File: src/source/uio_loop_pkg.sv
package uio_loop_pkg;

   // Channel count and word size
   localparam int NUM_PORTS = 4;
   localparam int PORT_W    = 32;

   // FIFO geometry
   localparam int FIFO_DEPTH = 16;
   localparam int FIFO_PTR_W = $clog2(FIFO_DEPTH);
   localparam int FIFO_CNT_W = $clog2(FIFO_DEPTH + 1);

   localparam logic [FIFO_PTR_W-1:0] FIFO_PTR_LAST = FIFO_PTR_W'(FIFO_DEPTH - 1);

   // Upstream needs this many free slots to see almost-full and stop
   localparam int AFULL_MARGIN = 6;
   localparam int AFULL_LEVEL  = FIFO_DEPTH - AFULL_MARGIN;

   // CSR bus and register map
   localparam int CSR_ADDR_W = 16;
   localparam int CSR_DATA_W = 64;

   localparam logic [CSR_ADDR_W-1:0] CSR_SCRATCH0 = 16'h0000;
   localparam logic [CSR_ADDR_W-1:0] CSR_SCRATCH1 = 16'h0008;

   // Returned for any read outside the map
   localparam logic [CSR_DATA_W-1:0] CSR_UNMAPPED = 64'hdead_beef_dead_beef;

   typedef logic [PORT_W-1:0] port_word_t;

   // One word on a channel, same shape for request and response
   typedef struct packed {
      logic       vld;
      port_word_t data;
   } port_beat_t;

   typedef struct packed {
      logic [CSR_ADDR_W-1:0] addr;
      logic [CSR_DATA_W-1:0] wr_data;
      logic                  wr_vld;
      logic                  rd_vld;
   } csr_req_t;

   typedef struct packed {
      logic [CSR_DATA_W-1:0] rd_data;
      logic                  rd_ack;
   } csr_rsp_t;

endpackage

File: src/source/uio_csr.sv
`timescale 1ns/10ps

module uio_csr import uio_loop_pkg::*; (
   input  logic     clk_per,
   input  logic     i_rst_n,
   input  csr_req_t i_csr_req,
   output csr_rsp_t o_csr_rsp
);

   logic [CSR_DATA_W-1:0] scratch0;
   logic [CSR_DATA_W-1:0] scratch1;
   logic [CSR_DATA_W-1:0] rd_data_c;
   logic [CSR_DATA_W-1:0] rd_data_q;
   logic                  rd_ack_q;
   logic                  wr_scratch0;
   logic                  wr_scratch1;

   // Address decode
   assign wr_scratch0 = i_csr_req.wr_vld && (i_csr_req.addr == CSR_SCRATCH0);
   assign wr_scratch1 = i_csr_req.wr_vld && (i_csr_req.addr == CSR_SCRATCH1);

   // Read mux sees the register values before this edge's write
   always_comb begin
      case (i_csr_req.addr)
         CSR_SCRATCH0: begin
            rd_data_c = scratch0;
         end
         CSR_SCRATCH1: begin
            rd_data_c = scratch1;
         end
         default: begin
            rd_data_c = CSR_UNMAPPED;
         end
      endcase
   end

   always_ff @(posedge clk_per or negedge i_rst_n) begin
      if (!i_rst_n) begin
         scratch0 <= '0;
         scratch1 <= '0;
         rd_ack_q <= 1'b0;
      end else begin
         if (wr_scratch0) begin
            scratch0 <= i_csr_req.wr_data;
         end
         if (wr_scratch1) begin
            scratch1 <= i_csr_req.wr_data;
         end
         // Every read is acknowledged whether mapped or not
         rd_ack_q <= i_csr_req.rd_vld;
      end
   end

   // Loaded only on reads and held between accesses
   always_ff @(posedge clk_per) begin
      if (i_csr_req.rd_vld) begin
         rd_data_q <= rd_data_c;
      end
   end

   assign o_csr_rsp.rd_data = rd_data_q;
   assign o_csr_rsp.rd_ack  = rd_ack_q;

endmodule

File: config.mk
export PLATFORM = sky130hd
export DESIGN_NAME = uio_csr
export DESIGN_NICKNAME = d
export VERILOG_FILES = /design/src/source/uio_loop_pkg.sv /design/src/source/uio_csr.sv
export SDC_FILE = /design/constraint.sdc
export NUM_CORES = 1
export LEC_CHECK = 0
export BUFFER_PORTS_ARGS = -buffer_cell sky130_fd_sc_hd__buf_2
export CAP_MARGIN = 15
export CORE_ASPECT_RATIO = 0.6
export CORE_MARGIN = 5
export CORE_UTILIZATION = 50
export DETAILED_ROUTE_END_ITERATION = 10
export GPL_TIMING_DRIVEN = 0
export PLACE_DENSITY = 0.72
export SYNTH_ARGS = -nofsm -noshare
export SYNTH_HDL_FRONTEND = slang
export SYNTH_SLANG_ARGS = --single-unit
File: constraint.sdc
create_clock -name clk_per -period 1.1 [get_ports clk_per]
set_clock_uncertainty 0.2 [all_clocks]
set_input_delay 0.11 -clock clk_per [delete_from_list [all_inputs] [get_ports clk_per]]
set_output_delay 0.11 -clock clk_per [all_outputs]
set_load 0.01 [all_outputs]
==> impl_summary.log, run 1 <==
INFO  metric hold_viol_final = ~130
INFO  metric critical_path_end_type = flip-flop
INFO  metric worst_max_slew_pin_slew = between 0.9 and 1 ns
INFO  metric postSynth.asyncResetShare = 0.668
INFO  metric cp_data_arrival_time = approximately 1.8 ns
INFO  metric status = complete, but fails checks
INFO  metric routedWlPerCell = between 20 and 25 um
INFO  metric tritoncts = done
INFO  metric synthDistinctLibCells = 22
INFO  metric placementRows = 34
INFO  metric cts.hold.buffers_added = 64
INFO  metric synthDominantCellAreaShare = 0.433
INFO  metric p_sw = 3180 uW
INFO  metric dominantRegCellSynth = dfrtp_1
INFO  metric hp-class = input pin to async pin
INFO  metric worst_skew_pair.late_latency = around 0.4 ns
INFO  metric fin_cells = 900
INFO  metric number_of_antenna_cells_inserted = 0
INFO  metric area.sequential = around 5100 um2
INFO  metric final_ant_viol_nets = 0
INFO  metric synthesis.instances = between 400 and 500
INFO  metric power.share.clock = 0.424
INFO  metric clock-sinks = 193
INFO  metric drc_errors = 0
INFO  metric max_cap_violations = 0
INFO  metric power_per_cell_area = 1300 nW/um2
INFO  metric gpl.final_weighted_congestion = ~0.75
INFO  metric critPathRequiredTime = about 1.2 ns
INFO  metric failed_checks = hold timing, setup timing
INFO  metric layout.nets = roughly 770
INFO  metric fillerInstances = roughly 850
INFO  metric synth_edf_count = between 60 and 70
INFO  metric maxSlewViolCount = 0
INFO  metric number_of_buffers_inserted_during_clock_tree_synthesis = 17
INFO  metric final_worst_path_cycle_share = 1.49
INFO  metric leakage = just over 0.005 uW
INFO  metric worst_slew_margin_rel = 0.370
INFO  metric layout.cells.most_common = buf_2
INFO  metric ys.warnings.count = 0
INFO  metric vias = 4900
INFO  metric critPathMaxFanout = 7
INFO  metric postSynthAreaPerCell = around 18 um2
INFO  metric clock-root-buffer = clkbuf_16
INFO  metric proportion_of_layout_cells_with_a_drive_suffix_above_1 = 0.536
INFO  metric avgViaCountPerCell = around 5.4
INFO  metric maximum_number_of_pins_on_one_net_before_global_route_repair = approximately 80
INFO  metric final_cell_mix = 138 x buf_2, 129 x dfrtp_1, 128 x mux2_4
INFO  metric power.share.switching = 0.219
INFO  metric final.hold.worst_slack = -0.569 ns
INFO  metric io-pin-count = between 100 and 150
INFO  metric period_minus_slack = 1.64 ns
INFO  metric sequentialPowerShare = 0.522
INFO  metric total_power = approximately 15000 uW
INFO  metric power.ir.vdd_worst = slightly below 1 mV
INFO  metric die_y = between 100 and 150 um
INFO  metric wire_length_of_the_first_global_routing_pass = between 30 and 40 mm
INFO  metric synthTopCellsByArea = dfrtp_1 43%, edfxtp_1 26%, mux2_1 18%, o22a_1 5.6%, buf_6 2.0%
INFO  metric synth_nets = 509
INFO  metric seq_total_area_yosys = 0.690
INFO  metric post_synth_instance_area = roughly 7500 um2
INFO  metric syn2layout_area_growth = 49.4%
INFO  metric port_buffers = approximately 150
INFO  metric synth_top_area_cell = dfrtp_1
INFO  metric cts_htree_levels = 4
INFO  metric fin_setup_tns = -96.14 ns
INFO  metric clockBufferDepth = 2
INFO  metric unrepaired_setup_endpoints_after_global_routing = true
INFO  metric grtUsageTotal = 0.224
INFO  metric synth.ff_latch_count = ~190
INFO  metric design.die.area = roughly 18000 um2
INFO  metric multiInputGateArea = about 2600 um2
INFO  metric grt_pass1_vias = 5440
INFO  metric placed_cells_incl_taps = a little under 800
INFO  metric grt_overflow = 0
INFO  metric core-area = 14500 um2
INFO  metric floorplan.initialDensity = 0.513
INFO  metric final-setup-viol-count = 257
INFO  metric internal_power = around 11000 uW
INFO  metric grt_antenna_before_repair = 0
INFO  metric drt_pre_antenna_iters = 5
INFO  metric startpoint_type = input pin
INFO  metric crit_type = input pin to flip-flop
INFO  metric hpwlAfterDp = about 11 mm
INFO  metric drtIter0Drc = between 200 and 300
INFO  metric timing.final.ws_setup = -0.544 ns
INFO  metric die_x = between 150 and 200 um
INFO  metric clk_transition_reported_paths = around 0.070 ns
INFO  metric comb_power_share = 0.054
INFO  metric postRouteWirelength = around 20 mm
INFO  metric maximum_clock_frequency = 608 MHz
==> flip-flops by register name, indices dropped and copies added, names as in the netlist <==
signal / flops
rd_ack_q: 1
rd_data_q: 64
scratch1: 64
scratch0: 64
==> area by class of cell <==
type                    count  share of cell area
plain buffers              25              0.0403
clock buffers              20              0.0392
clock inverters            12              0.0135
multi-input cells         204               0.237
flip-flops and latches    193               0.462
well taps                 198              0.0222
repair buffers            248               0.186
==> path summary, 6_finish.rpt <==
kind / slack [ns] / endpoint / cells after the start / from
worst max-delay path: -0.54 / scratch1[11] / 8 / i_csr_req[78]
worst min-delay path: -0.57 / scratch1[3] / 1 / i_rst_n
worst max register to register: 0 / rd_data_q[54] / 1 / scratch0[54]
worst min register to register: 0.31 / scratch0[55] / 1 / scratch0[55]
max in group asynchronous: 0.51 / scratch1[28] / 2 / i_rst_n
min in group clk_per: 0.11 / rd_ack_q / 1 / i_csr_req[0]
==> logic make-up after synthesis <==
family                 after synthesis  synth area share
muxes                              128             0.193
AOI/OAI and AO/OA                   64            0.0751
and+or+nand+nor                     12            0.0122
buffers and inverters               28            0.0290
DFF                                193             0.690
==> power by group through the flow <==
stage	combinational [uW]	clock [uW]	sequential [uW]
detailed placement	573	0	7710
floorplan	20.4	0	7770
CTS	777	6240	7570
global placement	537	0	7710
finish	787	6150	7570
global route	857	6590	7570
==> worst max-delay path, cell delays in order <==
cell    delay, ns
buf_2        0.10
nor3_1       0.31
and4_4       0.31
and3_4       0.20
buf_12       0.15
buf_12       0.13
buf_12       0.12
mux2_4       0.30
==> synthesized netlist by cell type (2+ instances only) <==
cell type / number
nor4_2: 3
buf_6: 13
buf_2: 4
mux2_1: 120
mux2_2: 8
buf_1: 3
dfrtp_1: 129
clkbuf_1: 5
edfxtp_1: 64
a22o_1: 16
o22a_1: 48
buf_4: 2
==> metal layers <==
metal | vias to the layer above | part of all wire | track usage
met5 | - | 0 | 0
met1 | 2571 | 0.45 | 0.315
met4 | 0 | 0.015 | 0.0515
met2 | 148 | 0.48 | 0.357
li1 | 2154 | - | -
met3 | 27 | 0.054 | 0.0585
==> what timing repair did <==
action,in CTS,in global routing
gates resized for setup,136,47
buffers inserted,20,6
endpoints found under the setup margin,257,257
cloned,11,4
pin swaps,20,15
endpoints found under the hold margin,257,97
==> per-stage QoR <==
step                setup slack [ns]   util  cell area, um2
global placement               -1.90  0.599            8710
CTS                           -0.484  0.754           11000
global route                  -0.619  0.766           11100
detailed placement             -1.02  0.601            8740
finish                        -0.544  0.766           11100
floorplan                     -0.603      -            7720
No activity file was read; power rests on OpenSTA's default activity.
==> inputs of run 2 (changes only) <==
- REMOVE_ABC_BUFFERS: unset -> 1
==> impl_summary.log, run 2 (synthesized netlist as in run 1, its figures left out) <==
INFO  metric status = complete, but fails checks
INFO  metric failed_checks = hold timing, setup timing
INFO  metric power_per_cell_area = 1310 nW/um2 (+0.75%)
INFO  metric worst_r2r_path_depth = 1 (unchanged)
INFO  metric routedWlPerCell = 24.1 um (+6.9%)
INFO  metric r2r-end = rd_data_q[3]
INFO  metric startpoint_type = input pin
INFO  metric grt_antenna_before_repair = 0 (unchanged)
INFO  metric crit_type = input pin to flip-flop
INFO  metric rr_startpoint = scratch0[3]
INFO  metric finish.utilization = 0.752 (-0.0138)
INFO  metric postLayoutCellArea = 10900 um2 (-1.8%)
INFO  metric number_of_antenna_cells_inserted = 0 (unchanged)
INFO  metric max_cap_violations = 0 (unchanged)
INFO  metric die_x = 168 um (unchanged)
INFO  metric floorplan.initialDensity = 0.513 (unchanged)
INFO  metric avgViaCountPerCell = 5.57 (+2.3%)
INFO  metric layout.nets = 767 (-0.78%)
INFO  metric vias = 4977 (+1.6%)
INFO  metric die_y = 105 um (unchanged)
INFO  metric cts_htree_levels = 4 (unchanged)
INFO  metric leakage = 0.00505 uW (-0.91%)
INFO  metric core-area = 14500 um2 (unchanged)
INFO  metric drc_errors = 0 (unchanged)
INFO  metric critPathRequiredTime = 1.20 ns (about the same)
INFO  metric drt_pre_antenna_iters = 5 (unchanged)
INFO  metric worst_slew_margin_rel = 0.665 (+0.295)
INFO  metric clockBufferDepth = 2 (unchanged)
INFO  metric number_of_buffers_inserted_during_clock_tree_synthesis = 17 (unchanged)
INFO  metric placedInstanceArea = 8470 um2 (-3.2%)
INFO  metric unrepaired_setup_endpoints_after_global_routing = true
INFO  metric port_buffers = 148 (unchanged)
INFO  metric hp-class = input pin to async pin
INFO  metric final-setup-viol-count = 289 (+12%)
INFO  metric worst_skew_pair.late_latency = 0.42 ns (about the same)
INFO  metric final.hold.worst_slack = -0.633 ns (-0.0634 ns)
INFO  metric timing.final.ws_setup = -0.667 ns (-0.123 ns)
INFO  metric final_worst_path_cycle_share = 1.61 (+0.112)
INFO  metric postRouteWirelength = 21.6 mm (+6.2%)
INFO  metric grt_pass1_vias = 5376 (-1.2%)
INFO  metric critical_path_end_type = flip-flop
INFO  metric syn2layout_area_growth = 46.7%
INFO  metric critPathMaxFanout = 11 (+4)
INFO  metric layout.cells.most_common = buf_2
INFO  metric gpl.final_weighted_congestion = 0.696 (-6.8%)
INFO  metric power.ir.vdd_worst = 0.770 mV (-22%)
INFO  metric placementRows = 34 (unchanged)
INFO  metric period_minus_slack = 1.77 ns (+0.123 ns)
INFO  metric final_cell_mix = 138 x buf_2, 129 x dfrtp_1, 109 x mux2_4
INFO  metric grt_overflow = 0 (unchanged)
INFO  metric clock-root-buffer = clkbuf_16
INFO  metric maximum_number_of_pins_on_one_net_before_global_route_repair = 98 (+26%)
INFO  metric maxSlewViolCount = 0 (unchanged)
INFO  metric drtIter0Drc = 483 (+63%)
INFO  metric maximum_clock_frequency = 566 MHz (-7.0%)
INFO  metric grtUsageTotal = 0.230 (+0.00599)
INFO  metric worst_max_slew_pin_slew = 0.502 ns (-0.443 ns)
INFO  metric final_ant_viol_nets = 0 (unchanged)
INFO  metric total_power = 14400 uW (-1.1%)
INFO  metric hpwlAfterDp = 10.1 mm (-9.8%)
INFO  metric largest_registers = rd_data_q x64, scratch0 x64, scratch1 x64
INFO  metric design.die.area = 17500 um2 (unchanged)
INFO  metric tritoncts = done
INFO  metric clk_transition_reported_paths = 0.08 ns (about the same)
INFO  metric clock-sinks = 193 (unchanged)
INFO  metric cp_data_arrival_time = 1.87 ns (+0.12 ns)
INFO  metric dp_slack = -1.38 ns (-0.362 ns)
INFO  metric wire_length_of_the_first_global_routing_pass = 31.2 mm (+1.7%)
INFO  metric io-pin-count = 149 (unchanged)
INFO  metric proportion_of_layout_cells_with_a_drive_suffix_above_1 = 0.507 (-0.0284)
INFO  metric hold_viol_final = 134 (+3.9%)
INFO  metric timing.reg2reg.setup_slack = 0 ns (unchanged)
-- run 2: stage by stage --
stage,cells,hold slack (ns),TNS (ns)
4_1_cts,883,-0.627,-93.60
3_3_place_gp,743,0.139,-1143.76
3_5_place_dp,755,-0.181,-224.29
6_report,894,-0.633,-128.56
5_1_grt,894,-0.627,-136.08
2_1_floorplan,397,-0.386,-507.00
-- run 2: cell type report --
type                            instances  area, um2
Clock buffer                           19        443
Fill cell                             861       3600
Sequential cell                       193       5150
Clock inverter                         13        119
Tap cell                              198        248
Timing Repair Buffer                  262       2330
Multi-Input combinational cell        209       2650
-- run 2: how the worst max path moves through the flow --
stage / to / depth (start not counted) / start / slack, ns
floorplan: scratch0[58] / 4 / i_csr_req[74] / -5.33
global placement: scratch0[63] / 5 / i_csr_req[74] / -8.81
detailed placement: scratch1[63] / 6 / i_csr_req[74] / -1.38
CTS: scratch0[55] / 7 / i_csr_req[74] / -0.46
global route: scratch0[20] / 8 / i_csr_req[73] / -0.71
finish: scratch0[23] / 7 / i_csr_req[67] / -0.67
-- run 2: what timing repair did --
| action | 4_1_cts | 5_1_grt |
|---|---|---|
| buffers inserted | 20 | 7 |
| setup endpoints to repair | 257 | 321 |
| hold endpoints to repair | 259 | 131 |
| gates resized for setup | 134 | 38 |
| gates cloned | 11 | 7 |
| hold buffers | 65 | 1 |
| pin swaps | 19 | 44 |
-- run 2: metal layers --
metal,GRT usage,wire (um),up-vias
met4,0.0550,161,0
met3,0.0574,1290,21
met2,0.376,10500,193
met5,0,0,-
met1,0.316,9640,2615
li1,-,-,2148
-- run 2: worst max-delay path, stage by stage --
cell and delay (ns):
buf_6 0.10, nor4_4 0.32, nand4_1 0.27, nor3b_4 0.38, buf_8 0.19, buf_12 0.15, mux2_1 0.33
-- run 2: power by group --
part | leakage, uW | switching (uW) | internal, uW | total, uW
sequential | 0.00245 | 43.2 | 7530 | 7570
clock | 0.000276 | 2910 | 3060 | 5960
combinational | 0.00232 | 424 | 401 | 825
total | 0.00505 | 3370 | 11000 | 14400
==> inputs of run 3 (changes only) <==
- CORE_UTILIZATION: 50 -> 55
- PLACE_DENSITY: 0.72 -> 0.78
==> impl_summary.log, run 3 (synthesized netlist as in run 1, its figures left out) <==
INFO  metric number_of_antenna_cells_inserted = 0 (unchanged)
INFO  metric critPathMostFrequentCell = buf_12
INFO  metric drc_errors = 0 (unchanged)
INFO  metric grt_pass1_vias = 5766 (+7.3%)
INFO  metric power.ir.vdd_worst = 0.939 mV (+22%)
INFO  metric grtUsageTotal = 0.282 (+0.0513)
INFO  metric timing.critical_path.cells = buf_2 > nor4_4 > nand4_1 > nor3b_4 > buf_6 > buf_12 > buf_8 > buf_12 > mux2_4
INFO  metric tritoncts = done
INFO  metric unrepaired_setup_endpoints_after_global_routing = true
INFO  metric final_worst_path_cycle_share = 1.65 (+0.0400)
INFO  metric leakage = 0.00510 uW (+1.1%)
INFO  metric clk_transition_reported_paths = 0.07 ns (about the same)
INFO  metric worst_max_slew_pin_slew = 0.951 ns (+0.449 ns)
INFO  metric placedInstanceArea = 8400 um2 (-0.75%)
INFO  metric syn2layout_area_growth = 48.9%
INFO  metric maxSlewViolCount = 0 (unchanged)
INFO  metric crit_path_top_delay_cell = mux2_4
INFO  metric critical_path_end_type = flip-flop
INFO  metric design.die.area = 16100 um2 (-8.4%)
INFO  metric postRouteWirelength = 23.2 mm (+7.7%)
INFO  metric final-setup-viol-count = 257 (-11%)
INFO  metric worst_slew_margin_rel = 0.366 (-0.299)
INFO  metric proportion_of_layout_cells_with_a_drive_suffix_above_1 = 0.528 (+0.0212)
INFO  metric number_of_buffers_inserted_during_clock_tree_synthesis = 17 (unchanged)
INFO  metric finish.utilization = 0.825 (+0.0727)
INFO  metric critPathRequiredTime = 1.20 ns (about the same)
INFO  metric cts.hold.buffers_added = 64 (-1.5%)
INFO  metric worst_skew_pair.late_latency = 0.42 ns (about the same)
INFO  metric p_sw = 3360 uW (-0.39%)
INFO  metric routedWlPerCell = 26.4 um (+9.5%)
INFO  metric drtIter0Drc = 437 (-9.5%)
INFO  metric cp_data_arrival_time = 1.91 ns (+0.04 ns)
INFO  metric clock-sinks = 193 (unchanged)
INFO  metric hpwlAfterDp = 10.3 mm (+1.5%)
INFO  metric layout.nets = 775 (+1.0%)
INFO  metric largest_registers = rd_data_q x64, scratch0 x64, scratch1 x64
INFO  metric hp-class = input pin to async pin
INFO  metric period_minus_slack = 1.81 ns (+0.0440 ns)
INFO  metric io-pin-count = 149 (unchanged)
INFO  metric hold_viol_final = 129 (-3.7%)
INFO  metric postLayoutCellArea = 11100 um2 (+1.5%)
INFO  metric dp_slack = -1.87 ns (-0.487 ns)
INFO  metric internal_power = 11400 uW (+3.4%)
INFO  metric critPathMaxFanout = 6 (-5)
INFO  metric grt_antenna_before_repair = 0 (unchanged)
INFO  metric maximum_number_of_pins_on_one_net_before_global_route_repair = 108 (+10%)
INFO  metric timing.final.ws_setup = -0.711 ns (-0.0440 ns)
INFO  metric die_x = 160 um (-4.4%)
INFO  metric drt_pre_antenna_iters = 5 (unchanged)
INFO  metric cts_htree_levels = 4 (unchanged)
INFO  metric power.share.switching = 0.228 (-0.00671)
INFO  metric status = complete, but fails checks
INFO  metric final_ant_viol_nets = 0 (unchanged)
INFO  metric placementRows = 33 (-2.9%)
INFO  metric die_y = 100 um (-4.2%)
INFO  metric power_per_cell_area = 1330 nW/um2 (+1.1%)
INFO  metric final.hold.worst_slack = -0.669 ns (-0.0366 ns)
INFO  metric gpl.final_weighted_congestion = 0.715 (+2.8%)
INFO  metric port_buffers = 148 (unchanged)
INFO  metric final_cell_mix = 138 x buf_2, 129 x dfrtp_1, 116 x mux2_4
INFO  metric layout.cells.most_common = buf_2
INFO  metric grt_overflow = 0 (unchanged)
INFO  metric clockBufferDepth = 2 (unchanged)
INFO  metric power.share.clock = 0.430 (+0.015)
INFO  metric crit_type = input pin to flip-flop
INFO  metric sequentialPowerShare = 0.514 (-0.013)
INFO  metric max_cap_violations = 0 (unchanged)
INFO  metric startpoint_type = input pin
INFO  metric vias = 5258 (+5.6%)
INFO  metric worst_path_largest_cell_delay = 0.31 ns (-0.07 ns)
INFO  metric clock-root-buffer = clkbuf_16
INFO  metric floorplan.initialDensity = 0.554 (+0.0415)
INFO  metric comb_power_share = 0.055 (-0.002)
INFO  metric core-area = 13500 um2 (-7.5%)
INFO  metric fin_setup_tns = -127.43 ns (+1.13 ns)
INFO  metric maximum_clock_frequency = 552 MHz (-2.4%)
INFO  metric avgViaCountPerCell = 5.98 (+7.4%)
INFO  metric wire_length_of_the_first_global_routing_pass = 34.2 mm (+9.7%)
INFO  metric failed_checks = hold timing, setup timing
run 3: cell types whose count changed in the layout (fill, tap and decap cells not counted), moves of 3 or more:
cell       previous run  this run
mux2_1               19         9
buf_12               13        21
mux2_4              109       116
clkbuf_16            23        19
mux2_2                0         3
run 3: worst paths after layout:
kind | startpoint | to | slack (ns) | depth (start not counted)
worst max-delay path | i_csr_req[73] | scratch0[47] | -0.71 | 9
worst min-delay path | i_rst_n | scratch0[23] | -0.67 | 1
worst max register to register | scratch0[51] | rd_data_q[51] | -0.02 | 1
worst min register to register | scratch0[38] | scratch0[38] | 0.29 | 1
max in group asynchronous | i_rst_n | scratch0[32] | 0.57 | 2
min in group clk_per | i_csr_req[0] | rd_ack_q | 0.09 | 1
run 3: per-stage QoR:
stage	instances	total power (uW)
CTS	872	14700
floorplan	397	7780
global route	879	15100
finish	879	14700
detailed placement	731	8260
global placement	720	8220
run 3: power by group through the flow:
stage	sequential (uW)	combinational, uW	clock [uW]
6_report	7570	814	6330
5_1_grt	7580	878	6660
4_1_cts	7570	773	6340
3_5_place_dp	7710	548	0
3_3_place_gp	7720	508	0
2_1_floorplan	7770	11.5	0
run 3: layer usage:
metal  GRT usage  vias to the layer above  wire, um
met2       0.477                      279     11300
li1            -                     2158         -
met5           0                        -         0
met4      0.0820                        0       659
met3      0.0710                       56      1760
met1       0.368                     2765      9460
run 3: critical path: cells and delay by family:
family	cells	cell delay (ns)
multiplexers	1	0.31
AND/OR/NAND/NOR	3	0.82
buffers and inverters	5	0.65
run 3: layout make-up:
cell class	count	area, um2
timing repair buffer	271	2460
sequential	193	5150
clock inverter	14	170
multi-input combinational	208	2680
clock buffer	18	429
fill	648	2350
tap	175	219
run 3: what timing repair did:
item,in CTS,in global routing
gates cloned,18,2
buffers inserted,27,14
pin swaps,20,38
resized for setup,127,76
hold endpoints to repair,257,129
setup endpoints to repair,257,257
