--- config.mk ---
export PLATFORM = sky130hd
export DESIGN_NAME = uio_port_loop
export DESIGN_NICKNAME = d
export VERILOG_FILES = /design/src/source/uio_loop_pkg.sv /design/src/source/uio_fifo.sv /design/src/source/uio_port_loop.sv
export SDC_FILE = /design/constraint.sdc
export NUM_CORES = 1
export LEC_CHECK = 0
export ABC_CLOCK_PERIOD_IN_PS = 4600
export BUFFER_PORTS_ARGS = -buffer_cell sky130_fd_sc_hd__buf_2
export CORE_MARGIN = 4
export CORE_UTILIZATION = 55
export CTS_CLUSTER_SIZE = 40
export DETAILED_ROUTE_END_ITERATION = 12
export PLACE_DENSITY = 0.74
export RECOVER_POWER = 25
export SYNTH_ARGS = -nofsm -noshare
export SYNTH_HDL_FRONTEND = slang
export SYNTH_SLANG_ARGS = --single-unit
--- constraint.sdc ---
create_clock -name clk_per -period 4.6 [get_ports clk_per]
set_clock_uncertainty 0.2 [all_clocks]
set_input_delay 0.23 -clock clk_per [delete_from_list [all_inputs] [get_ports clk_per]]
set_output_delay 0.23 -clock clk_per [all_outputs]
set_load 0.02 [all_outputs]
--- src/source/uio_loop_pkg.sv ---
package uio_loop_pkg;

   // Channel count and word size
   localparam int NUM_PORTS = 4;
   localparam int PORT_W    = 32;

   // FIFO geometry
   localparam int FIFO_DEPTH = 16;
   localparam int FIFO_PTR_W = $clog2(FIFO_DEPTH);
   localparam int FIFO_CNT_W = $clog2(FIFO_DEPTH + 1);

   localparam logic [FIFO_PTR_W-1:0] FIFO_PTR_LAST = FIFO_PTR_W'(FIFO_DEPTH - 1);

   // Upstream needs this many free slots to see almost-full and stop
   localparam int AFULL_MARGIN = 6;
   localparam int AFULL_LEVEL  = FIFO_DEPTH - AFULL_MARGIN;

   // CSR bus and register map
   localparam int CSR_ADDR_W = 16;
   localparam int CSR_DATA_W = 64;

   localparam logic [CSR_ADDR_W-1:0] CSR_SCRATCH0 = 16'h0000;
   localparam logic [CSR_ADDR_W-1:0] CSR_SCRATCH1 = 16'h0008;

   // Returned for any read outside the map
   localparam logic [CSR_DATA_W-1:0] CSR_UNMAPPED = 64'hdead_beef_dead_beef;

   typedef logic [PORT_W-1:0] port_word_t;

   // One word on a channel, same shape for request and response
   typedef struct packed {
      logic       vld;
      port_word_t data;
   } port_beat_t;

   typedef struct packed {
      logic [CSR_ADDR_W-1:0] addr;
      logic [CSR_DATA_W-1:0] wr_data;
      logic                  wr_vld;
      logic                  rd_vld;
   } csr_req_t;

   typedef struct packed {
      logic [CSR_DATA_W-1:0] rd_data;
      logic                  rd_ack;
   } csr_rsp_t;

endpackage

--- src/source/uio_fifo.sv ---
`timescale 1ns/10ps

module uio_fifo import uio_loop_pkg::*; (
   input  logic       clk_per,
   input  logic       i_rst_n,

   // Write side
   input  logic       i_push,
   input  port_word_t i_din,

   // Read side, head word shown without a pop
   input  logic       i_pop,
   output port_word_t o_dout,

   // Status
   output logic       o_empty,
   output logic       o_afull
);

   port_word_t            mem [FIFO_DEPTH];
   logic [FIFO_PTR_W-1:0] wr_ptr;
   logic [FIFO_PTR_W-1:0] rd_ptr;
   logic [FIFO_CNT_W-1:0] count;
   logic                  full;

   // Wrap at the last entry so the depth need not be a power of two
   function automatic logic [FIFO_PTR_W-1:0] ptr_next(input logic [FIFO_PTR_W-1:0] ptr);
      logic [FIFO_PTR_W-1:0] nxt;
      if (ptr == FIFO_PTR_LAST) begin
         nxt = '0;
      end else begin
         nxt = ptr + 1'b1;
      end
      return nxt;
   endfunction

   // Storage
   always_ff @(posedge clk_per) begin
      if (i_push) begin
         mem[wr_ptr] <= i_din;
      end
   end

   // Pointers and occupancy
   always_ff @(posedge clk_per or negedge i_rst_n) begin
      if (!i_rst_n) begin
         wr_ptr <= '0;
         rd_ptr <= '0;
         count  <= '0;
      end else begin
         if (i_push) begin
            wr_ptr <= ptr_next(wr_ptr);
         end
         if (i_pop) begin
            rd_ptr <= ptr_next(rd_ptr);
         end
         case ({i_push, i_pop})
            2'b10: begin
               count <= count + 1'b1;
            end
            2'b01: begin
               count <= count - 1'b1;
            end
            default: begin
               count <= count;
            end
         endcase
      end
   end

   // First word fall through
   assign o_dout  = mem[rd_ptr];

   assign o_empty = (count == '0);
   assign full    = (count == FIFO_CNT_W'(FIFO_DEPTH));
   assign o_afull = (count >= FIFO_CNT_W'(AFULL_LEVEL));

   // Writer must have honoured almost-full long before this
   a_no_overflow: assert property (
      @(posedge clk_per) disable iff (!i_rst_n)
      full |-> !i_push
   ) else $error("uio_fifo: push into a full FIFO");

   a_no_underflow: assert property (
      @(posedge clk_per) disable iff (!i_rst_n)
      o_empty |-> !i_pop
   ) else $error("uio_fifo: pop from an empty FIFO");

endmodule

--- src/source/uio_port_loop.sv ---
`timescale 1ns/10ps

module uio_port_loop import uio_loop_pkg::*; (
   input  logic       clk_per,
   input  logic       i_rst_n,

   // Request side
   input  port_beat_t i_rq,
   output logic       o_rq_afull,

   // Response side
   output port_beat_t o_rs,
   input  logic       i_rs_afull
);

   logic       mid_empty;
   logic       mid_xfer;
   port_word_t mid_data;

   logic       rs_fifo_afull;
   logic       rs_empty;
   port_word_t rs_data;
   logic       rs_vld;

   // Move a word whenever the response FIFO still has room above its mark
   assign mid_xfer = !mid_empty && !rs_fifo_afull;

   uio_fifo rq_fifo_i (
      .clk_per (clk_per),
      .i_rst_n (i_rst_n),
      .i_push  (i_rq.vld),
      .i_din   (i_rq.data),
      .i_pop   (mid_xfer),
      .o_dout  (mid_data),
      .o_empty (mid_empty),
      .o_afull (o_rq_afull)
   );

   uio_fifo rs_fifo_i (
      .clk_per (clk_per),
      .i_rst_n (i_rst_n),
      .i_push  (mid_xfer),
      .i_din   (mid_data),
      .i_pop   (rs_vld),
      .o_dout  (rs_data),
      .o_empty (rs_empty),
      .o_afull (rs_fifo_afull)
   );

   // Valid doubles as the pop so a stalled word stays at the head
   assign rs_vld = !rs_empty && !i_rs_afull;

   assign o_rs.vld  = rs_vld;
   assign o_rs.data = rs_data;

   // Head word must survive a stall cycle unchanged
   a_rs_hold: assert property (
      @(posedge clk_per) disable iff (!i_rst_n)
      (!rs_empty && i_rs_afull) |=> (!rs_empty && $stable(rs_data))
   ) else $error("uio_port_loop: stalled response word lost or changed");

endmodule

==> impl_metrics.py, run 1 <==
metrics = {
    "outcome": {
        "status": "finished with violations",
        "violations": "max-capacitance violations, max-slew violations",
    },
    "setup_path": {
        "rr_worst_depth": 5,
        "timing.rr.end": "rs_fifo_i.mem[1][11]$_DFFE_PP_",
        "crit_start": "rs_fifo_i.rd_ptr[0]$_DFFE_PN0P_",
        "crit_arrival_ns": 3.13,
        "startpoint_type": "flop",
        "endpoint_kind": "output port",
        "cp_data_required_time_ns": 4.17,
        "path_class": "flop to output port",
        "crit_fanout": 28,
        "endpoint": "o_rs[17]",
        "reg2reg_from": "rq_fifo_i.rd_ptr[1]$_DFFE_PN0P_",
        "reg2reg_slack_ns": 1.18,
    },
    "synth": {
        "yosys.area.top_type": "edfxtp_1",
        "ys_warn_count": 0,
        "ys_top_cells_by_area": "edfxtp_1, mux4_2, mux2i_1, dfrtp_1, a221oi_1",
        "synth_seq_cells": 1050,
        "syn_area_sq_mm": 0.0404,
        "syn_avg_cell_area_sq_um": 22.0,
        "ys_types": 43,
        "synth_nets": 1892,
        "synth.top_cell.area_share_pct": 76.0,
        "syn_inst": 1840,
        "synth_seq_area_share_pct": 77.6,
    },
    "detailed_routing": {
        "wire_per_inst_microns": 28.7,
        "vias": 19400,
        "first_iter_violations": 2275,
        "drt.antenna.violating_nets": 0,
        "drc": 0,
        "avgViaCountPerCell": 6.37,
        "wl_mm": 87.2,
        "first_pass_iters": 5,
    },
    "clock_network": {
        "cts_root_buf": "clkbuf_16",
        "ctsResizeCount": 0,
        "clock_path_buffers": 3,
        "cts_made_buffers": 100,
        "cts_tree": "yes",
        "clk_latency_ns": 0.67,
        "cts.clk_slew.worst_paths_ns": 0.06,
        "cts_sinks": 1050,
        "h-tree-depth": 3,
    },
    "timing": {
        "setup-tns-final_ns": 0,
        "slew_headroom_pct": -0.0274,
        "worst_slack_ns": 1.04,
        "report.final.hold_viol_count": 0,
        "fmax_ghz": 0.281,
        "slew_violations": 26,
        "rsz0062_at_grt": "false",
        "finalSetupViolCount": 0,
        "tightest_slew_ns": 1.50,
        "post-route-period-util_pct": 77.3,
        "period_minus_slack_ns": 3.56,
    },
    "flow_run": {
        "maxCapViolations": 1,
    },
    "global_routing": {
        "grt_antenna_before_repair": 6,
        "overflow": 0,
        "gr-usage-all-layers_pct": 22.7,
        "grt_pass1_wl_mm": 131,
        "grt_pass1_vias": 20000,
        "grt_max_degree": 132,
    },
    "final_layout": {
        "layout-drive-gt1-share_pct": 24.4,
        "final_common_cell": "edfxtp_1",
        "nets": 2055,
        "area_growth_pct": 13.5,
        "final_cell_mix": "edfxtp_1, mux4_2, mux2i_1",
    },
    "placement": {
        "place_ws_ns": 1.23,
        "place.gp.congestion": 0.762,
        "dp_hpwl_mm": 48.5,
        "numPortBuffers": 69,
    },
    "pwr": {
        "pwr_density_cell_mw_per_mm2": 687,
        "cellLeakagePower_uw": 0.0147,
        "irDropWorstVdd_uv": 371,
    },
    "floorplanning": {
        "dieArea_sq_mm": 0.0779,
        "floorplan.rows": 99,
        "die_h_microns": 279,
        "dieWidth_microns": 279,
        "start_util_pct": 55.4,
        "ioPinCount": 70,
        "core_sq_mm": 0.0730,
    },
    "worst_hold_path": {
        "hp-class": "flop to flop",
    },
}
-- registers in the layout, indices dropped and copies added (netlist names) --
| signal | flops |
|---|---|
| rq_fifo_i.mem | 512 |
| rs_fifo_i.mem | 512 |
| rq_fifo_i.count | 5 |
| rs_fifo_i.count | 5 |
| rq_fifo_i.rd_ptr | 4 |
| rq_fifo_i.wr_ptr | 4 |
| rs_fifo_i.rd_ptr | 4 |
| rs_fifo_i.wr_ptr | 4 |
-- kinds of logic (layout without fill, tap and decap cells) --
group	after synthesis	after routing	synth area share [%]
flops	1050	1050	77.6
mux	357	357	15.8
compound gates	162	162	2.94
simple gates	123	123	1.43
buf+inv	117	357	1.39
fa+ha+maj	16	16	0.495
xor+xnor	15	15	0.325
other cells	0	4	0
-- report_power, final --
part           switching [uW]  leakage (uW)  internal (uW)  total, uW
combinational            5860       0.00359           3630       9490
clock                    3470       0.00161           4830       8300
sequential                637       0.00953          13100      13700
-- through the flow --
stage,util [%],cells,total power [uW],instance area [sq um],hold slack (ns)
5_1_grt,62.9,3042,32800,45900,0.322
3_3_place_gp,57.9,2823,22900,42200,0.0741
2_1_floorplan,-,1840,20200,40400,-0.266
4_1_cts,63.0,3039,31700,45900,0.246
6_report,62.9,3043,31500,45900,0.283
3_5_place_dp,57.9,2823,23400,42200,0.0793
-- critical path: stages, from the launching register on --
cell and delay [ns]:
dfrtp_4 0.59, buf_4 0.56, mux4_2 0.59, mux4_2 0.52, buf_2 0.20
-- cell type report --
class / instances / area, sq um
sequential: 1050 / 31400
fill: 4696 / 27100
multi-input combinational: 673 / 8670
clock buffer: 109 / 2580
timing repair buffer: 165 / 1210
tap: 959 / 1200
clock inverter: 70 / 758
inverter: 13 / 48.8
antenna: 4 / 10.0
-- synth_stat cells, drive strengths merged --
library cell	n
nand2	50
a211oi	1
o21ai	40
a22oi	35
a31oi	2
and2	9
mux2i	128
mux2	5
a21oi	7
and3	2
nor2b	2
ha	16
a221oi	64
a2111oi	1
a32oi	1
nor3	7
a32o	3
xnor2	6
dfrtp	26
edfxtp	1024
o22ai	2
xor2	9
a221o	1
clkbuf	50
nor2	24
inv	13
a21o	4
nor4b	1
nand3	8
mux4	224
nor3b	1
and3b	1
o211a	1
buf	54
nand3b	1
nor4	5
or2	3
nand2b	9
-- worst min-delay path by stage --
stage | from | end | slack (ns) | cells after the start
final | rq_fifo_i.count[4]$_DFFE_PN0P_ | rq_fifo_i.count[4]$_DFFE_PN0P_ | 0.28 | 1
after CTS | i_rq[28] | rq_fifo_i.mem[14][28]$_DFFE_PP_ | 0.25 | 2
after global routing | i_rq[32] | rq_fifo_i.wr_ptr[1]$_DFFE_PN0P_ | 0.32 | 3
after global placement | i_rst_n | rq_fifo_i.count[3]$_DFFE_PN0P_ | 0.07 | 1
after floorplan | i_rst_n | rq_fifo_i.count[0]$_DFFE_PN0P_ | -0.27 | 0
after detailed placement | i_rst_n | rq_fifo_i.count[4]$_DFFE_PN0P_ | 0.08 | 1
-- layer usage --
layer  vias to the layer above  wire (microns)  GRT usage (%)
met1                     10200           33600           30.5
met5                         -               0              0
met3                       157            5740           3.40
li1                       8092               -              -
met4                         0            2280           7.34
met2                       918           45500           38.7
-- what timing repair did --
action,CTS,global route
hold buffers,37,0
endpoints found under the setup margin,0,0
hold endpoints to repair,546,0
setup buffers,0,0
Power figures use the tool's default switching activity.
==> inputs of run 2 (changes only) <==
--- a/config.mk
+++ b/config.mk
@@ -5,7 +5,8 @@
 export SDC_FILE = /design/constraint.sdc
 export NUM_CORES = 1
 export LEC_CHECK = 0
-export ABC_CLOCK_PERIOD_IN_PS = 4600
+export ABC_AREA = 1
+export ABC_CLOCK_PERIOD_IN_PS = 3100
 export BUFFER_PORTS_ARGS = -buffer_cell sky130_fd_sc_hd__buf_2
 export CORE_MARGIN = 4
 export CORE_UTILIZATION = 55
==> constraint.sdc (replaced) <==
create_clock -name clk_per -period 3.1 [get_ports clk_per]
set_clock_uncertainty 0.2 [all_clocks]
set_input_delay 0.155 -clock clk_per [delete_from_list [all_inputs] [get_ports clk_per]]
set_output_delay 0.155 -clock clk_per [all_outputs]
set_load 0.02 [all_outputs]
==> run 2 against run 1 <==
Against the previous run:
- the flow still finishes with violations (max-capacitance violations, max-slew violations)
- non-clock buffer count grew 33
- via count rose by 40%
- critical endpoint is now o_rs[2]
- total power rose by 60%
==> impl_metrics.py, run 2 <==
metrics = {
    "pwr": {
        "power.switching_uw": 18900,
        "seqPwrFrac_pct": 40.1,
        "cellLeakagePower_uw": 0.0169,
        "pwr-share-comb_pct": 35.8,
        "p_int_uw": 31500,
        "pwr_density_cell_mw_per_mm2": 1050,
        "p_clk_share_pct": 24.1,
        "power_uw": 50400,
        "switching_share_pct": 37.5,
        "irDropWorstVdd_uv": 717,
    },
    "detailed_routing": {
        "first_iter_violations": 2721,
        "wl_mm": 100,
        "vias": 27100,
        "drc": 0,
        "wire_per_inst_microns": 21.2,
        "first_pass_iters": 6,
        "drt.antenna.violating_nets": 0,
        "avgViaCountPerCell": 5.71,
    },
    "flow_run": {
        "maxCapViolations": 1,
    },
    "setup_path": {
        "crit_arrival_ns": 2.66,
        "worst-path-buf-inv": 4,
        "endpoint_kind": "output port",
        "path_depth": 11,
        "cp_data_required_time_ns": 2.74,
        "path_class": "flop to output port",
        "cp_cell_sequence": "buf_4 -> clkbuf_16 -> nor2_1 -> nor2_1 -> o21ai_0 -> nand2_1 -> nand2_1 -> nand2_1 -> inv_1 -> nand2_1 -> buf_2",
        "reg2reg_slack_ns": 0.39,
        "crit_path_top_delay_cell": "dfrtp_4",
        "rr_worst_depth": 8,
        "cpMostUsedCell": "nand2_1",
        "cp_top_family": "buffers and inverters",
        "slowest_delay_ns": 0.60,
        "crit_fanout": 48,
        "startpoint_type": "flop",
    },
    "global_routing": {
        "overflow": 0,
        "grt_max_degree": 142,
        "grt_pass1_vias": 26300,
        "grt_pass1_wl_mm": 151,
        "gr-usage-all-layers_pct": 24.2,
        "grt_antenna_before_repair": 7,
    },
    "final_layout": {
        "fillers": 5501,
        "final_cells": 4745,
        "largestRegisters": "rq_fifo_i.mem: 512 flops, rs_fifo_i.mem: 512 flops",
        "layout-drive-gt1-share_pct": 8.47,
        "final_common_cell": "edfxtp_1",
        "final_cell_mix": "edfxtp_1, nor2_1, nand2_1",
        "nets": 3674,
        "area_growth_pct": 13.9,
    },
    "outcome": {
        "violations": "max-capacitance violations, max-slew violations",
        "status": "finished with violations",
    },
    "synth": {
        "syn_inst": 3519,
        "synth_seq_area_share_pct": 74.4,
        "syn_area_sq_mm": 0.0422,
        "ys_warn_count": 0,
        "synthArstFlopShare_pct": 2.48,
        "ys.flop_type": "edfxtp_1",
        "ys_types": 24,
        "synth.top_cell.area_share_pct": 72.8,
        "synth-edff-count": 1024,
        "synth_most_common_cell": "edfxtp_1",
        "syn_avg_cell_area_sq_um": 12.0,
        "yosys.area.top_type": "edfxtp_1",
        "ys_top_cells_by_count": "edfxtp_1, nor2_1, nand2_1, o21ai_0, nand3_1",
        "ys_top_cells_by_area": "edfxtp_1, nor2_1, nand2_1, o21ai_0, nand3_1",
        "synth_seq_cells": 1050,
        "synth_nets": 3571,
    },
    "clock_network": {
        "cts_tree": "yes",
        "cts_made_buffers": 103,
        "clk_latency_ns": 0.65,
        "cts_root_buf": "clkbuf_16",
        "cts.clk_slew.worst_paths_ns": 0.06,
        "clock_path_buffers": 3,
        "h-tree-depth": 3,
        "cts_sinks": 1050,
    },
    "floorplanning": {
        "dieArea_sq_mm": 0.0813,
        "core_sq_mm": 0.0761,
        "dieWidth_microns": 285,
        "floorplan.rows": 101,
        "start_util_pct": 55.5,
        "ioPinCount": 70,
        "die_h_microns": 285,
    },
    "timing": {
        "setup-tns-final_ns": 0,
        "slew_headroom_pct": -1.65,
        "report.final.hold_viol_count": 0,
        "fmax_ghz": 0.331,
        "rsz0062_at_grt": "false",
        "tightest_slew_ns": 1.52,
        "finalSetupViolCount": 0,
        "post-route-period-util_pct": 97.3,
        "period_minus_slack_ns": 3.02,
        "slew_violations": 27,
    },
    "worst_hold_path": {
        "whs_path_depth": 3,
        "hp-class": "input port to flop",
    },
    "placement": {
        "numPortBuffers": 69,
        "dp_hpwl_mm": 50.7,
        "dp_cells": 4502,
        "place.gp.congestion": 0.773,
    },
}
## run 2: changes by cell type in the layout (fill, tap and decap cells not counted), moves of 136 or more
cell     before  now
o21ai_0      40  382
nor2_1        7  679
nand2_1      50  626
nand3_1       8  184
a21oi_1       7  143
mux4_2      224    0
## run 2: power groups by stage
stage	Sequential [uW]	Combinational [uW]	Clock [uW]
2_1_floorplan	20200	11300	0
3_3_place_gp	20400	17100	0
3_5_place_dp	20500	17600	0
4_1_cts	20200	17900	12300
5_1_grt	20300	19900	12900
6_report	20200	18100	12100
## run 2: layer usage
layer	routed length (microns)	share of wire, %	up-vias	global-route usage [%]
met5	0	0	-	0
met3	7620	7.6	217	3.58
met4	2420	2.4	0	7.87
met2	50700	51	1171	42.3
met1	39600	39	13200	31.5
li1	-	-	12500	-
## run 2: logic make-up (layout without fill, tap and decap cells)
kind of cell | after synthesis | in the layout | synth area share (%)
AOI/OAI and AO/OA | 614 | 614 | 7.66
xor gates and xnor gates | 10 | 10 | 0.207
adders and majority gates | 16 | 16 | 0.474
buffers and inverters | 303 | 492 | 3.14
DFF | 1050 | 1050 | 74.4
other | 0 | 6 | 0
and+or+nand+nor | 1526 | 1527 | 14.1
## run 2: final cells by class
cell class              instances  area (sq um)  share of cell area [%]
flip-flops and latches       1050         31400                    65.3
multi-input cells            2167          9750                    20.3
clock inverters                55           542                    1.13
inverters                     102           403                   0.838
repair buffers                198          1910                    3.98
diodes                          6          15.0                  0.0312
clock buffers                 137          2760                    5.73
well taps                    1030          1290                    2.68
## run 2: final timing paths
path	start	to
max in group asynchronous	i_rst_n	rs_fifo_i.rd_ptr[0]$_DFFE_PN0P_
hold / removal	i_rq[32]	rq_fifo_i.wr_ptr[0]$_DFFE_PN0P_
setup / recovery	rs_fifo_i.rd_ptr[0]$_DFFE_PN0P_	o_rs[2]
min in group asynchronous	i_rst_n	rq_fifo_i.wr_ptr[0]$_DFFE_PN0P_
hold reg to reg	rq_fifo_i.count[4]$_DFFE_PN0P_	rq_fifo_i.count[4]$_DFFE_PN0P_
setup reg to reg	rq_fifo_i.rd_ptr[0]$_DFFE_PN0P_	rs_fifo_i.mem[7][18]$_DFFE_PP_
## run 2: metrics by stage
step	setup slack [ns]	area [sq um]	hold slack (ns)	utilization, %
floorplan	0.0791	42200	-0.341	-
CTS	0.0157	48100	0.179	63.2
finish	0.0826	48100	0.196	63.2
global route	0.00643	48100	0.220	63.2
global placement	0.566	44300	0.00762	58.3
detailed placement	0.484	44300	0.0102	58.3
## run 2: tightest hold or removal path: cells and delay by family
family,cells,cell delay [ns]
compound gates,1,0.11
buf+inv,2,0.73
## run 2: repair_timing
action / in CTS / in global routing
pin swaps: 1 / 0
cloned: 2 / 2
setup endpoints to repair: 11 / 7
gates resized for setup: 4 / 1
hold endpoints to repair: 549 / 0
hold buffers: 37 / 0
setup buffers: 3 / 2
==> inputs of run 3 (changes only) <==
--- a/config.mk
+++ b/config.mk
@@ -5,7 +5,6 @@
 export SDC_FILE = /design/constraint.sdc
 export NUM_CORES = 1
 export LEC_CHECK = 0
-export ABC_AREA = 1
 export ABC_CLOCK_PERIOD_IN_PS = 3100
 export BUFFER_PORTS_ARGS = -buffer_cell sky130_fd_sc_hd__buf_2
 export CORE_MARGIN = 4
@@ -14,6 +13,7 @@
 export DETAILED_ROUTE_END_ITERATION = 12
 export PLACE_DENSITY = 0.74
 export RECOVER_POWER = 25
+export SKIP_LAST_GASP = 1
 export SYNTH_ARGS = -nofsm -noshare
 export SYNTH_HDL_FRONTEND = slang
 export SYNTH_SLANG_ARGS = --single-unit
==> run 3 against run 2 <==
Against the previous run:
- the run ends with max-capacitance violations, max-slew violations, negative setup slack left
- flip-flop and latch count is the same
- clock power increased by 3%
- cell count decreased by 34%
- total power down 2.6%
- global-route usage is essentially flat
- non-clock buffer count grew 37
- count of clock-buffer cells in the layout decreased by 14
- combinational power is 9% lower
- register-to-register slack worse by 0.21 ns
- routed wire length shrank 5.9%
- first-iteration DRC count decreased by 10%
- fmax is 3.5% lower
- critical endpoint is now o_rs[13]
==> impl_metrics.py, run 3 (same netlist as run 1, synthesis figures left out) <==
metrics = {
    "outcome": {
        "violations": "max-capacitance violations, max-slew violations, negative setup slack",
        "status": "finished with violations",
    },
    "global_routing": {
        "gr-usage-all-layers_pct": 24.2,
        "grt_antenna_before_repair": 4,
        "overflow": 0,
        "grt_pass1_wl_mm": 138,
        "grt_max_degree": 37,
        "grt_pass1_vias": 20700,
    },
    "timing": {
        "tightest_slew_ns": 1.57,
        "worst_slack_ns": -0.0280,
        "slew_headroom_pct": -4.94,
        "finalSetupViolCount": 9,
        "period_minus_slack_ns": 3.13,
        "holdWs_ns": 0.255,
        "post-route-period-util_pct": 101,
        "report.final.hold_viol_count": 0,
        "fmax_ghz": 0.320,
        "slew_violations": 27,
        "rsz0062_at_grt": "true",
    },
    "setup_path": {
        "cp_top_family": "multiplexers",
        "slowest_delay_ns": 0.56,
        "crit_fanout": 8,
        "rr_worst_depth": 9,
        "cp_data_required_time_ns": 2.74,
        "startpoint_type": "flop",
        "endpoint_kind": "output port",
        "worst-path-buf-inv": 3,
        "crit_arrival_ns": 2.77,
        "cp_cell_sequence": "buf_16 -> buf_8 -> mux4_2 -> mux4_2 -> buf_6",
        "crit_path_top_delay_cell": "mux4_2",
        "path_depth": 5,
        "cpMostUsedCell": "mux4_2",
        "path_class": "flop to output port",
    },
    "floorplanning": {
        "die_h_microns": 279,
        "dieWidth_microns": 279,
        "ioPinCount": 70,
        "dieArea_sq_mm": 0.0779,
        "floorplan.rows": 99,
        "start_util_pct": 55.4,
        "core_sq_mm": 0.0730,
    },
    "worst_hold_path": {
        "hp-class": "input port to flop",
        "whs_path_depth": 4,
    },
    "placement": {
        "numPortBuffers": 69,
        "place.gp.congestion": 0.783,
        "dp_hpwl_mm": 48.6,
    },
    "pwr": {
        "cellLeakagePower_uw": 0.0154,
        "power_uw": 49100,
        "irDropWorstVdd_uv": 600,
        "pwr_density_cell_mw_per_mm2": 1040,
    },
    "clock_network": {
        "clock_path_buffers": 3,
        "cts.clk_slew.worst_paths_ns": 0.06,
        "cts_sinks": 1050,
        "clk_latency_ns": 0.66,
        "cts_made_buffers": 103,
        "cts_root_buf": "clkbuf_16",
        "cts_tree": "yes",
        "h-tree-depth": 3,
    },
    "detailed_routing": {
        "wire_per_inst_microns": 30.2,
        "avgViaCountPerCell": 6.44,
        "first_pass_iters": 5,
        "drt.antenna.violating_nets": 0,
        "vias": 20100,
        "wl_mm": 94.5,
        "drc": 0,
        "first_iter_violations": 2444,
    },
    "final_layout": {
        "final_util_pct": 64.9,
        "final_common_cell": "edfxtp_1",
        "area_growth_pct": 17.1,
        "layout-drive-gt1-share_pct": 27.3,
        "final_cell_mix": "edfxtp_1, mux4_2, mux2i_1",
        "nets": 2128,
        "fillers": 4566,
        "largestRegisters": "rq_fifo_i.mem: 512 flops, rs_fifo_i.mem: 512 flops",
    },
    "flow_run": {
        "maxCapViolations": 1,
    },
}
## run 3: changes by cell type in the layout (fill, tap and decap cells not counted), sizes merged, moves of 65 or more
cell    delta
mux2i    +128
o21ai    -366
inv       -90
nand2    -577
nor2     -690
o211ai    -65
nand3    -176
mux4     +224
a21oi    -136
## run 3: routing by layer
metal / up-vias / global-route usage, % / share of wire [%] / wire [microns]
met5: - / 0 / 0 / 0
met4: 0 / 6.42 / 2.5 / 2340
met3: 171 / 3.71 / 7.6 / 7150
met2: 1043 / 41.9 / 53 / 49700
met1: 10600 / 32.8 / 37 / 35200
li1: 8259 / - / - / -
## run 3: worst register-to-register path, cell delays in order (launching register included)
cell and delay, ns:
dfrtp_1 0.46, or2_0 0.25, a221o_1 0.39, inv_4 0.18, ha_2 0.30, xor2_1 0.21, ha_1 0.22, a211oi_1 0.09
nor4_1 0.36, xor2_1 0.18
## run 3: final timing paths
kind                                                   endpoint                            start  slack (ns)
worst min-delay path            rq_fifo_i.wr_ptr[1]$_DFFE_PN0P_                         i_rq[32]        0.26
max in group asynchronous       rq_fifo_i.rd_ptr[1]$_DFFE_PN0P_                          i_rst_n        0.70
worst max-delay path                                   o_rs[13]  rs_fifo_i.rd_ptr[0]$_DFFE_PN0P_       -0.03
worst min register to register   rq_fifo_i.count[4]$_DFFE_PN0P_   rq_fifo_i.count[4]$_DFFE_PN0P_        0.30
min in group asynchronous       rs_fifo_i.rd_ptr[3]$_DFFE_PN0P_                          i_rst_n        0.86
worst max register to register   rq_fifo_i.count[4]$_DFFE_PN0P_   rs_fifo_i.count[1]$_DFFE_PN0P_        0.18
## run 3: where the power goes
group / total (uW) / leakage (uW) / switching (uW) / internal, uW
Combinational: 16400 / 0.00419 / 9600 / 6760
Sequential: 20200 / 0.00953 / 796 / 19400
Clock: 12500 / 0.00167 / 5180 / 7320
## run 3: area by class of cell
cell class | instances | area, sq um | share of cell area (%)
multi-input combinational | 673 | 8730 | 18.4
clock buffer | 123 | 2710 | 5.71
timing repair buffer | 235 | 2540 | 5.36
antenna | 3 | 7.51 | 0.0159
tap | 959 | 1200 | 2.53
inverter | 13 | 51.3 | 0.108
clock inverter | 68 | 711 | 1.50
sequential | 1050 | 31400 | 66.3
## run 3: what timing repair did
| action | 4_1_cts | 5_1_grt |
|---|---|---|
| hold buffers | 37 | 0 |
| resized for setup | 34 | 41 |
| pin swaps | 0 | 0 |
| gates cloned | 8 | 2 |
| setup endpoints to repair | 30 | 35 |
| setup buffers | 13 | 4 |
| hold endpoints to repair | 548 | 0 |
## run 3: per-stage QoR
| step | setup slack (ns) | cells | cell area, sq um | setup TNS, ns |
|---|---|---|---|---|
| 3_3_place_gp | 0.176 | 2872 | 43100 | 0 |
| 2_1_floorplan | -0.515 | 1840 | 40500 | -98.17 |
| 5_1_grt | -0.120 | 3121 | 47300 | -1.67 |
| 4_1_cts | -0.0987 | 3121 | 47400 | -1.57 |
| 6_report | -0.0280 | 3124 | 47400 | -0.107 |
| 3_5_place_dp | 0.130 | 2872 | 43100 | 0 |
